**src/logic/raster_cfg.svh**
```systemverilog
// Rasterizer widths, per-triangle counts and the sample step shift
`ifndef RASTER_CFG_SVH
`define RASTER_CFG_SVH

// Width of a coordinate or a colour channel
`define RAST_SIGFIG 24

// Fraction bits in a fixed point coordinate
`define RAST_RADIX 10

// Triangle shape
`define RAST_VERTS 3
`define RAST_AXIS 3

// Colour channels per triangle
`define RAST_COLORS 3

// Shift from one-hot mode code to fixed point step, 1000 gives one pixel
`define RAST_STEP_SHIFT (`RAST_RADIX - 3)

`endif

```
**src/logic/raster_ctrl_pkg.sv**
```systemverilog
// Control types: iterator states and multisample modes
package raster_ctrl_pkg;

    // Iterator FSM states
    typedef enum logic {
        ITER_WAIT,
        ITER_TEST
    } iter_state_e;

    // One-hot multisample mode
    // Sample spacing halves with each step toward 64x
    typedef enum logic [3:0] {
        // One sample per pixel
        MSAA_1X  = 4'b1000,
        // Half pixel spacing
        MSAA_4X  = 4'b0100,
        // Quarter pixel spacing
        MSAA_16X = 4'b0010,
        // Eighth pixel spacing
        MSAA_64X = 4'b0001
    } msaa_mode_e;

endpackage

```
**src/logic/raster_geom_pkg.sv**
```systemverilog
// Geometry types: coordinates, vertices, triangles, colours, points and boxes
package raster_geom_pkg;

`include "raster_cfg.svh"

    // Signed fixed point, integer part above RAST_RADIX fraction bits
    typedef logic signed [`RAST_SIGFIG-1:0] coord_t;

    // Unsigned colour channel
    typedef logic [`RAST_SIGFIG-1:0] color_t;

    // One vertex, index 0 is x, 1 is y, 2 is z
    typedef coord_t [`RAST_AXIS-1:0] vertex_t;

    // Whole triangle
    typedef vertex_t [`RAST_VERTS-1:0] tri_t;

    // Colour of a triangle, one entry per channel
    typedef color_t [`RAST_COLORS-1:0] color_vec_t;

    // Screen position, index 0 is x and index 1 is y
    typedef coord_t [1:0] point_t;

    // Bounding box, index 0 is the minimum corner, 1 the maximum
    typedef point_t [1:0] box_t;

endpackage

```
**src/logic/iter_ctrl_if.sv**
```systemverilog
// Control and status interface between the iterator FSM and its datapath
`timescale 1ns/1ps

interface iter_ctrl_if;

    // Take a new triangle and box this cycle
    logic load;
    // Move to the next sample this cycle
    logic advance;
    // Multisample mode latched with the triangle
    raster_ctrl_pkg::msaa_mode_e mode;
    // Current sample sits on the right edge of the box
    logic at_right;
    // Current sample is the last one of the box
    logic at_end;

    // FSM side
    modport ctrl (output load, output advance, output mode, input at_end);

    // Box register and edge compare
    modport edges (input load, output at_right, output at_end);

    // Sample and payload registers
    modport gen (input load, input advance, input mode, input at_right);

endinterface

```
**src/logic/bbox_iterator.sv**
```systemverilog
// Bounding box sample iterator top level
`timescale 1ns/1ps

module bbox_iterator (
    input  logic                        clk,
    input  logic                        rst,
    // Upstream triangle, colour and box
    input  raster_geom_pkg::tri_t       tri_in,
    input  raster_geom_pkg::color_vec_t color_in,
    input  raster_geom_pkg::box_t       box_in,
    input  logic                        valid_tri,
    // One-hot multisample mode
    input  logic [3:0]                  sub_sample,
    // High when a new triangle may be taken
    output logic                        accept,
    // Toward the sample test stage
    output raster_geom_pkg::tri_t       tri_out,
    output raster_geom_pkg::color_vec_t color_out,
    output raster_geom_pkg::point_t     sample_out,
    output logic                        sample_valid
);

    // Links between the two datapath blocks
    raster_geom_pkg::point_t sample;
    raster_geom_pkg::coord_t box_min_x;

    iter_ctrl_if ctl_if ();

    // FSM and handshake
    iter_ctrl iter_ctrl_i (
        .clk          (clk),
        .rst          (rst),
        .valid_tri    (valid_tri),
        .sub_sample   (sub_sample),
        .accept       (accept),
        .sample_valid (sample_valid),
        .ctl          (ctl_if.ctrl)
    );

    // Stored box and edge flags
    box_edge_check box_edge_check_i (
        .clk       (clk),
        .rst       (rst),
        .box_in    (box_in),
        .sample    (sample),
        .box_min_x (box_min_x),
        .ctl       (ctl_if.edges)
    );

    // Sample walk and payload
    sample_gen sample_gen_i (
        .clk       (clk),
        .rst       (rst),
        .box_in    (box_in),
        .tri_in    (tri_in),
        .color_in  (color_in),
        .box_min_x (box_min_x),
        .sample    (sample),
        .tri_out   (tri_out),
        .color_out (color_out),
        .ctl       (ctl_if.gen)
    );

    assign sample_out = sample;

endmodule

```
**src/logic/box_edge_check.sv**
```systemverilog
// Box register with right edge and end of box detection
`timescale 1ns/1ps

module box_edge_check (
    input  logic                    clk,
    input  logic                    rst,
    input  raster_geom_pkg::box_t   box_in,
    input  raster_geom_pkg::point_t sample,
    output raster_geom_pkg::coord_t box_min_x,
    iter_ctrl_if.edges              ctl
);

    raster_geom_pkg::box_t   box_q;
    raster_geom_pkg::coord_t samp_x;
    raster_geom_pkg::coord_t samp_y;
    raster_geom_pkg::coord_t max_x;
    raster_geom_pkg::coord_t max_y;

    // Box is captured together with its triangle
    always_ff @(posedge clk or posedge rst) begin
        if (rst) begin
            box_q <= '0;
        end else if (ctl.load) begin
            box_q <= box_in;
        end
    end

    // Named signed views for the compares
    assign samp_x = sample[0];
    assign samp_y = sample[1];
    assign max_x  = box_q[1][0];
    assign max_y  = box_q[1][1];

    // Row wrap target for the sample generator
    assign box_min_x = box_q[0][0];

    // At or past the right column
    assign ctl.at_right = (samp_x >= max_x);

    // Right column of the top row ends the box
    assign ctl.at_end = ctl.at_right && (samp_y >= max_y);

endmodule

```
**src/logic/iter_ctrl.sv**
```systemverilog
// Iterator FSM with accept and sample valid registers and the mode latch
`timescale 1ns/1ps

module iter_ctrl (
    input  logic       clk,
    input  logic       rst,
    input  logic       valid_tri,
    input  logic [3:0] sub_sample,
    output logic       accept,
    output logic       sample_valid,
    iter_ctrl_if.ctrl  ctl
);

    raster_ctrl_pkg::iter_state_e state;
    raster_ctrl_pkg::msaa_mode_e  mode_dec;
    raster_ctrl_pkg::msaa_mode_e  mode_q;

    // Upstream triangle is taken while idle
    assign ctl.load = (state == raster_ctrl_pkg::ITER_WAIT) && valid_tri;

    // Keep stepping until the top right sample is reached
    assign ctl.advance = (state == raster_ctrl_pkg::ITER_TEST) && !ctl.at_end;

    assign ctl.mode = mode_q;

    // Mode decode, unknown codes fall back to one sample per pixel
    always_comb begin
        case (sub_sample)
            4'b1000: mode_dec = raster_ctrl_pkg::MSAA_1X;
            4'b0100: mode_dec = raster_ctrl_pkg::MSAA_4X;
            4'b0010: mode_dec = raster_ctrl_pkg::MSAA_16X;
            4'b0001: mode_dec = raster_ctrl_pkg::MSAA_64X;
            default: mode_dec = raster_ctrl_pkg::MSAA_1X;
        endcase
    end

    // State, handshake and mode registers
    always_ff @(posedge clk or posedge rst) begin
        if (rst) begin
            state        <= raster_ctrl_pkg::ITER_WAIT;
            accept       <= 1'b1;
            sample_valid <= 1'b0;
            mode_q       <= raster_ctrl_pkg::MSAA_1X;
        end else if (ctl.load) begin
            // First sample goes out on this edge, upstream is held
            state        <= raster_ctrl_pkg::ITER_TEST;
            accept       <= 1'b0;
            sample_valid <= 1'b1;
            // Step stays fixed for the whole box
            mode_q       <= mode_dec;
        end else if ((state == raster_ctrl_pkg::ITER_TEST) && ctl.at_end) begin
            // Last sample was out this cycle, release upstream
            state        <= raster_ctrl_pkg::ITER_WAIT;
            accept       <= 1'b1;
            sample_valid <= 1'b0;
        end
    end

endmodule

```
**src/logic/sample_gen.sv**
```systemverilog
// Sample position stepping and the triangle and colour payload registers
`timescale 1ns/1ps

`include "raster_cfg.svh"

module sample_gen (
    input  logic                        clk,
    input  logic                        rst,
    input  raster_geom_pkg::box_t       box_in,
    input  raster_geom_pkg::tri_t       tri_in,
    input  raster_geom_pkg::color_vec_t color_in,
    input  raster_geom_pkg::coord_t     box_min_x,
    output raster_geom_pkg::point_t     sample,
    output raster_geom_pkg::tri_t       tri_out,
    output raster_geom_pkg::color_vec_t color_out,
    iter_ctrl_if.gen                    ctl
);

    raster_geom_pkg::coord_t step;
    raster_geom_pkg::coord_t samp_x;
    raster_geom_pkg::coord_t samp_y;
    raster_geom_pkg::point_t next_right;
    raster_geom_pkg::point_t next_up;

    // One-hot code shifted into fixed point, 1x gives one pixel
    assign step = raster_geom_pkg::coord_t'(ctl.mode) << `RAST_STEP_SHIFT;

    assign samp_x = sample[0];
    assign samp_y = sample[1];

    // Candidate positions for the next cycle
    always_comb begin
        // Same row, one step right
        next_right[0] = samp_x + step;
        next_right[1] = samp_y;
        // Back to left column, one row up
        next_up[0] = box_min_x;
        next_up[1] = samp_y + step;
    end

    // Sample position register
    always_ff @(posedge clk or posedge rst) begin
        if (rst) begin
            sample <= '0;
        end else if (ctl.load) begin
            // Start at the lower left corner
            sample <= box_in[0];
        end else if (ctl.advance) begin
            if (ctl.at_right) begin
                sample <= next_up;
            end else begin
                sample <= next_right;
            end
        end
    end

    // Payload follows the inputs while idle
    // and freezes while samples of the box are still coming
    always_ff @(posedge clk) begin
        if (!ctl.advance) begin
            tri_out   <= tri_in;
            color_out <= color_in;
        end
    end

endmodule

```
**config.mk**
```make
export PLATFORM = sky130hd
export DESIGN_NAME = bbox_iterator
export DESIGN_NICKNAME = d
export VERILOG_FILES = /design/src/logic/raster_ctrl_pkg.sv /design/src/logic/raster_geom_pkg.sv /design/src/logic/iter_ctrl_if.sv /design/src/logic/bbox_iterator.sv /design/src/logic/box_edge_check.sv /design/src/logic/iter_ctrl.sv /design/src/logic/sample_gen.sv
export VERILOG_INCLUDE_DIRS = /design/src /design/src/logic
export SDC_FILE = /design/constraint.sdc
export NUM_CORES = 1
export LEC_CHECK = 0
export BUFFER_PORTS_ARGS = -buffer_cell sky130_fd_sc_hd__buf_2
export CAP_MARGIN = 30
export CORE_AREA = 2 2 287 289
export DETAILED_ROUTE_END_ITERATION = 8
export DIE_AREA = 0 0 289 291
export GPL_TIMING_DRIVEN = 1
export PLACE_DENSITY = 0.43
export SLEW_MARGIN = 25
export SYNTH_ARGS = -nofsm -noshare
export SYNTH_HDL_FRONTEND = slang
export SYNTH_SLANG_ARGS = --single-unit
```
**constraint.sdc**
```tcl
create_clock -name clk -period 12.3 [get_ports clk]
set_input_delay 0.615 -clock clk [delete_from_list [all_inputs] [get_ports clk]]
set_output_delay 0.615 -clock clk [all_outputs]
set_load 0.005 [all_outputs]
```
* After elaboration in Yosys (flattened, before gate mapping) *
Cells that the tools add are included.

storage, ports and cells
  register bits after elaboration = 414
  bits of input ports = 391
  logic and storage cells = 45

cells by class
  add/sub/neg operators = 2
  $lt $le $gt $ge = 2
  equality and inequality tests = 3
  multiplexer cells = 8
  bitwise gates (word level) = 1
  reductions and logical operators = 9

operators with widths
  cell                                                  count
  two-way mux 48 bit                                    3
  adder 24 x 12 -> 24 bit                               2
  greater-or-equal comparator 24 bit                    2
  one-hot mux 4 bit (3 select lines)                    1
  nonzero test 2 bit                                    3
  equality test 4 x 1 -> 1 bit (second input constant)  1
  equality test 4 x 2 -> 1 bit (second input constant)  1
  equality test 4 x 3 -> 1 bit (second input constant)  1
  logical AND 1 bit                                     4
  two-way mux 1 bit                                     4
  AND reduction 2 bit                                   1
  zero test 1 bit                                       1
  NOT 1 bit                                             1

* Logic depth before layout (Yosys ltp) *
Gate-level depths: netlist of the first run.

  depth after elaboration = 6
  mapped depth = 12

* By module *
A second synthesis of the first run with hierarchy kept.

unflattened totals
  cell total of the unflattened synthesis = 1050
  area, all modules = 15925.3 µm²

by module, submodules not included
  module          times used  cells each  area an instance (µm²)  seq. area each (µm²)
  sample_gen      1           613         11644.9                 9849.4
  box_edge_check  1           407         3991.3                  1801.7
  iter_ctrl       1           30          289.0                   152.6

* Worst setup path before layout of the first run *
No wires, ideal clock.

  path kind = reg2reg
  start = register sample_gen_i.sample (netlist bit sample_gen_i.samp_y[9])
  end = register sample_gen_i.sample (netlist bit sample_gen_i.samp_x[9])
  arrival time = 5.609 ns
  setup slack = 6.568 ns
  stages on the path, launching flop included = 11
  period minus slack after synthesis = 5.732 ns
  cell sequence = dfrtp_1 ha_1 a21o_1 nand3_1 a2111oi_1 nor4b_1 a211o_1 nand3_2 inv_2 a2111oi_0 a31oi_1

between the ends
  cells in the longest elaborated chain, start to end = 5

ends and longest elaborated chain
  element                              RTL line              RTL
  from (decl)                          sample_gen.sv:13      output raster_geom_pkg::point_t sample,
  from (signal assigned)               sample_gen.sv:47      sample <= box_in[0];
  from (signal assigned)               sample_gen.sv:50      sample <= next_up;
  from (signal assigned)               sample_gen.sv:52      sample <= next_right;
  greater-or-equal comparator 24 bit   box_edge_check.sv:41  assign ctl.at_end = ctl.at_right && (samp_y >= max_y);
  logical AND 1 bit                    box_edge_check.sv:41
  zero test 1 bit                      iter_ctrl.sv:22       assign ctl.advance = (state == raster_ctrl_pkg::ITER_TEST) && !ctl.at_end;
  logical AND 1 bit                    iter_ctrl.sv:22
  nonzero test 2 bit (no source line)  n/a

Every way passes these cells.
A chain may end at the register's enable or synchronous reset.

* Worst setup path in the final report of the first run *
  start = register sample_gen_i.sample (netlist bit sample_gen_i.samp_y[11])
  end = register sample_gen_i.tri_out[185] (netlist name)

between the ends
  cells in the longest elaborated chain, start to end = 4

ends and longest elaborated chain
  element                             RTL line
  greater-or-equal comparator 24 bit  box_edge_check.sv:41
  logical AND 1 bit                   box_edge_check.sv:41
  zero test 1 bit                     iter_ctrl.sv:22
  logical AND 1 bit                   iter_ctrl.sv:22

Every way passes these cells.

==> flow_summary.ini, run 1 <==
[power]
p_clk_share_pct = 20.8
p_per_area_mw_per_mm2 = 328
power.total_uw = 7320
swShare_pct = 39.8
seq_power_share_pct = 41.4
power.internal_uw = 4410
p_leak_uw = 0.00994
pwr-share-comb_pct = 37.8
p_switching_uw = 2910
irDropWorstVdd_mv = 0.289

[floorplan]
coreArea_mm2 = 0.0812
io_pins = 729
rows = 105
dieArea_mm2 = 0.0841
chipHeight_um = 291
fp.dieW_um = 289
start_util_pct = 19.2

[sta]
hold_viol_final = 0
worst_pin_slew_ns = 0.910
rsz0062_at_grt = no
min_period_ns = 4.30
setup_ws_ns = 8.00
slew_viol_final = 0
fin_crit_sh_pct = 35.0
relSlewSlack_pct = 39.1
setup_viol = 0
clock.fmax_mhz = 232
skew_ns = 0.0356
tns_ns = 0

[cts]
post_cts_buffers = 0
cts.reportedPaths.clkPinSlew_ns = 0.06
htree_levels = 2
clkLatencyLatePin_ns = 0.60
holdBufCountCts = 0
cts_tree = yes
cts_root_buf = clkbuf_16
post_cts_resized = 0
cts_buffers = 50
clock-sinks = 414
clockBufferDepth = 3

[global_route]
grt_pass1_vias = 12091
track_usage_pct = 16.7
grt_max_degree = 84
grt_pass1_wl_um = 97400
grt_overflow = 0
grt_antenna_before_repair = 46

[cells_and_area]
final_net_count = 2291
drive_gt1_share_pct = 44.2
n_fill_cell = 8509
layout-area-overhead-vs-synth_pct = 42.9

[critical_path]
timing.rr.end = sample_gen_i.tri_out[185]
cp-end-kind = flip-flop
crit_path_start_kind = flip-flop
reg2reg_from = sample_gen_i.samp_y[11]
r2r_cells = 9
ff2ff_setup_slack_ns = 8.00
worstPathArrival_ns = 4.56
worstSetupPathType = flip-flop to flip-flop
crit_fanout = 65
critPathRequiredTime_ns = 12.56
crit_end = sample_gen_i.tri_out[185]
cp-startpoint = sample_gen_i.samp_y[11]

[synth]
async_reset_ff_share_pct = 30.4
syn_avg_cell_area_um2 = 14.4
syn_nets = 1534
syn_area_mm2 = 0.0156
synth_edf_count = 288
yosysTopAreaCell = edfxtp_1
syn_inst = 1085
synth-seq-cells = 414
ys_seq_area_share_pct = 75.7
synth_top_flop_cell = edfxtp_1
yosys.cell_types.count = 60
synth.area.top_cells = edfxtp_1 (55%), dfrtp_1 (20%), nand2_1 (4.8%), ha_1 (4.5%), o21ai_0 (2.4%)
yosysTopAreaCellShare_pct = 55.5
synth_warnings = 0

[route]
vias = 12053
drt_iter0_drc = 695
wl_um = 73000
drcViolationCount = 0
post_drt_wl_per_cell_um = 24.6
first_pass_iters = 5
ant_nets = 0
vias_per_cell = 4.06

[flow_run]
maxCapViolCount = 0

[hold_path]
hp-class = input port to asynchronous set/reset pin

[outcome]
outcome = completed

[placed_design]
place_ws_ns = 7.75
gp_congestion = 0.865
port_buffers = 728
hpwl_um = 58700
worst min-delay path by stage:
stage / start / endpoint / slack [ns] / cells past startpoint
after global routing: rst / sample_gen_i.samp_y[4] / 0.06 / 2
after detailed placement: box_edge_check_i.box_min_x[9] / box_edge_check_i.box_min_x[9] / 0.47 / 2
after floorplan: box_edge_check_i.box_min_x[13] / box_edge_check_i.box_min_x[13] / 0.44 / 2
after CTS: rst / sample_gen_i.samp_y[4] / 0.03 / 2
after global placement: box_edge_check_i.box_min_x[5] / box_edge_check_i.box_min_x[5] / 0.46 / 2
final: rst / sample_gen_i.samp_y[4] / 0.05 / 2
Yosys cell counts, types with 3 or more instances:
cell type and count:
edfxtp_1 288, nand2_1 200, dfrtp_1 124, o21ai_0 76, inv_1 59, ha_1 56, nor2_1 34, nand3_1 32
a21oi_1 27, clkbuf_1 24, a31oi_1 16, nand4_1 13, a21o_1 10, and3_1 9, nor3_1 8, buf_1 7
o31ai_1 7, or3_1 7, xnor2_1 7, a211oi_1 6, or4_1 6, nor2b_1 5, a211o_1 4, xor2_1 4
a221oi_1 3, a311oi_1 3, and4_1 3, buf_2 3, nand2b_1 3, nand4b_1 3, o211ai_1 3
power by group through the flow:
stage               sequential [uW]  combinational (uW)  clock [uW]
finish                         3030                2770        1520
global route                   3100                3070        1620
CTS                            3040                2860        1570
detailed placement             3040                2830           0
global placement               3050                2790           0
floorplan                      3130                1260           0
worst max-delay path, stage by stage, from the launching register on:
cell       delay (ns)
dfrtp_1          0.44
ha_1             0.35
a21oi_1          0.21
a2111oi_1        0.11
nor4b_1          0.71
a211o_1          0.29
nand3_2          0.38
inv_8            0.51
buf_4            0.49
buf_16           0.32
cells by family (layout without fill, tap and decap cells):
| family | count (synthesis) | after routing | synth area share [%] |
|---|---|---|---|
| flip-flops | 414 | 414 | 75.7 |
| AND/OR/NAND/NOR | 332 | 332 | 9.57 |
| AO/OA/AOI/OAI | 172 | 172 | 6.76 |
| buffers and inverters | 95 | 891 | 2.36 |
| adder cells (fa/ha/maj) | 58 | 58 | 4.75 |
| XOR/XNOR | 11 | 11 | 0.618 |
| multiplexers | 3 | 3 | 0.201 |
| other | 0 | 17 | 0 |
sequential cells by signal, summed over array words and instances, names as in the netlist:
register / flops
sample_gen_i.samp_x: 24
iter_ctrl_i.sample_valid: 1
iter_ctrl_i.ctl.mode: 4
sample_gen_i.samp_y: 24
box_edge_check_i.box_min_x: 24
iter_ctrl_i.accept: 1
sample_gen_i.color_out: 72
box_edge_check_i.max_y: 24
sample_gen_i.tri_out: 216
box_edge_check_i.max_x: 24
through the flow:
| stage | cell area (um2) | hold slack [ns] | utilization (%) | std cells |
|---|---|---|---|---|
| 3_3_place_gp | 20500 | 0.458 | 25.3 | 2859 |
| 6_report | 22300 | 0.0541 | 27.4 | 2968 |
| 2_1_floorplan | 15600 | 0.440 | - | 1085 |
| 4_1_cts | 22200 | 0.0279 | 27.4 | 2951 |
| 3_5_place_dp | 20600 | 0.467 | 25.3 | 2860 |
| 5_1_grt | 22300 | 0.0586 | 27.4 | 2958 |
metal layers:
layer | vias up | share of wire [%] | global-route usage (%)
met1 | 5891 | 38 | 19.0
met5 | - | 0.18 | 0.291
met2 | 534 | 48 | 28.0
met3 | 131 | 11 | 7.43
li1 | 5475 | - | -
met4 | 22 | 2.5 | 4.80
area by class of cell:
cell class	instances	area [um2]	area share [%]
sequential	414	11800	53.0
timing repair buffer	740	3760	16.9
multi-input combinational	576	3430	15.4
antenna	17	42.5	0.191
clock inverter	28	319	1.43
clock buffer	63	1350	6.07
tap	1070	1340	6.01
inverter	60	235	1.06
placed cells by master, fill, tap and decap left out, types with 3 or more instances in the layout:
cell and count:
clkinvlp_4 3, xnor2_1 7, a21o_1 10, a311oi_1 3
a221oi_1 3, nand4_1 13, a21oi_1 27, nand2b_1 3
a211o_1 4, nor2_1 34, xor2_1 4, and4_1 3
buf_2 728, a31oi_1 16, ha_1 56, or4_1 6
or3_1 7, nor3_1 7, clkbuf_16 51, buf_4 10
bufinv_16 6, nor2b_1 4, edfxtp_1 288, nand4b_1 3
nand2_1 199, o21ai_0 76, o211ai_1 3, and3_1 9
nand3_1 32, clkinv_1 7, clkbuf_1 9, clkinv_2 7
inv_1 58, dfrtp_1 124, a211oi_1 6, diode_2 17
o31ai_1 7, clkbuf_8 3, inv_6 3
Note: power is estimated with default switching activity, not from simulation.
==> run 2, diff against run 1 <==
==> constraint.sdc (replaced) <==
create_clock -name clk -period 4 [get_ports clk]
set_input_delay 0.2 -clock clk [delete_from_list [all_inputs] [get_ports clk]]
set_output_delay 0.2 -clock clk [all_outputs]
set_load 0.005 [all_outputs]
==> run 2 against run 1 <==
Against the previous run:
- cell area rose by 18%
- global-route usage grew 0.82 points
- worst hold slack improved by 0.014 ns
- sequential cell count is the same
- clock-buffer cell count fell by 3
- non-clock buffer count rose by 405
- via count is 13% higher
- critical path depth down 1
- cell count up 13%
- core utilization rose by 4.9 points
- fmax rose by 20%
- largest cell class unchanged
- largest power group is now combinational cells
- highest routed layer unchanged
==> flow_summary.ini, run 2 (same netlist as run 1, synthesis figures left out) <==
[critical_path]
critPathRequiredTime_ns = 4.49
crit_path_start_kind = flip-flop
cp-end-kind = flip-flop
worstSetupPathType = flip-flop to flip-flop
ff2ff_setup_slack_ns = 0.42
r2r_cells = 8
worstPathArrival_ns = 4.08
crit_fanout = 29

[sta]
slew_viol_final = 0
skew_ns = 0.0217
rsz0062_at_grt = no
setup_ws_ns = 0.416
tns_ns = 0
relSlewSlack_pct = 41.2
setup_viol = 0
fin_crit_sh_pct = 89.6
hold_viol_final = 0
clock.fmax_mhz = 279
worst_pin_slew_ns = 0.883
min_period_ns = 3.58

[route]
drt_iter0_drc = 788
vias_per_cell = 4.04
wl_um = 76800
drcViolationCount = 0
post_drt_wl_per_cell_um = 22.8
vias = 13593
ant_nets = 0
first_pass_iters = 5

[floorplan]
coreArea_mm2 = 0.0812
fp.dieW_um = 289
dieArea_mm2 = 0.0841
start_util_pct = 19.2
chipHeight_um = 291
rows = 105
io_pins = 729

[global_route]
grt_pass1_vias = 14187
track_usage_pct = 17.5
grt_overflow = 0
grt_antenna_before_repair = 22
grt_max_degree = 113
grt_pass1_wl_um = 104000

[cells_and_area]
reg_top3 = sample_gen_i.tri_out: 216 flops, sample_gen_i.color_out: 72 flops
drive_gt1_share_pct = 36.7
top_register = sample_gen_i.tri_out
layout_commonest_cell = buf_2
layout-area-overhead-vs-synth_pct = 68.3
largest_register_ffs = 216
final_net_count = 2695
final_cell_mix = buf_2 (728), dlygate4sd3_1 (390), edfxtp_1 (288), nand2_1 (199), dfrtp_1 (124)

[cts]
cts_root_buf = clkbuf_16
post_cts_resized = 0
clockBufferDepth = 3
cts_tree = yes
clock-sinks = 414
cts_buffers = 49
htree_levels = 2
clkLatencyLatePin_ns = 0.59
post_cts_buffers = 0
cts.reportedPaths.clkPinSlew_ns = 0.06

[placed_design]
port_buffers = 728
gp_congestion = 0.905
hpwl_um = 60800
place_ws_ns = 0.417

[power]
irDropWorstVdd_mv = 0.812
p_leak_uw = 0.0116
p_per_area_mw_per_mm2 = 874

[hold_path]
hold_depth = 3
hp-class = input port to flip-flop

[outcome]
outcome = completed

[flow_run]
maxCapViolCount = 0
## run 2: repair_timing
item                       4_1_cts  5_1_grt
setup endpoints to repair        0        0
hold buffers                   390        0
hold endpoints to repair       475        0
## run 2: per-layer routing
layer	up-vias	part of all wire, %	track usage (%)
li1	6270	-	-
met1	6641	39	20.2
met2	561	47	29.3
met3	107	10	7.25
met4	14	3.4	5.58
met5	-	0.12	0
## run 2: area by class of cell
cell class | instances | area [um2]
Sequential cell | 414 | 11800
Antenna cell | 7 | 17.5
Inverter | 60 | 240
Clock buffer | 60 | 1280
Fill cell | 8247 | 55000
Tap cell | 1070 | 1340
Timing Repair Buffer | 1145 | 7830
Multi-Input combinational cell | 576 | 3430
Clock inverter | 31 | 294
## run 2: final timing paths
kind,startpoint,to
max in group asynchronous,rst,iter_ctrl_i.ctl.mode[3]
min in group asynchronous,rst,sample_gen_i.samp_y[3]
hold / removal,sub_sample[2],iter_ctrl_i.ctl.mode[2]
setup / recovery,sample_gen_i.samp_y[11],sample_gen_i.samp_y[21]
hold reg to reg,box_edge_check_i.box_min_x[0],box_edge_check_i.box_min_x[0]
setup reg to reg,sample_gen_i.samp_y[11],sample_gen_i.samp_y[21]
## run 2: power breakdown
group | internal [uW] | total (uW) | switching [uW] | leakage [uW]
logic | 3210 | 9350 | 6140 | 0.00645
clock network | 2600 | 4430 | 1840 | 0.000771
registers | 8020 | 9150 | 1120 | 0.00440
## run 2: critical path: stages, from the launching register on
cell and delay [ns]:
dfrtp_1 0.45, ha_1 0.35, a21oi_1 0.19, a2111oi_1 0.11, nor4b_1 0.73, nand3_1 0.29
a21o_1 0.57, or4_1 0.62, a31oi_1 0.18
## run 2: per-stage QoR
stage | total power (uW) | utilization, % | area [um2] | cells | hold WS, ns
6_report | 22900 | 32.3 | 26200 | 3363 | 0.0683
5_1_grt | 24400 | 32.3 | 26200 | 3360 | 0.0696
4_1_cts | 23400 | 32.3 | 26200 | 3355 | 0.0404
3_5_place_dp | 18400 | 25.5 | 20700 | 2874 | 0.378
3_3_place_gp | 18300 | 25.5 | 20700 | 2874 | 0.377
2_1_floorplan | 13000 | - | 15600 | 1085 | 0.274
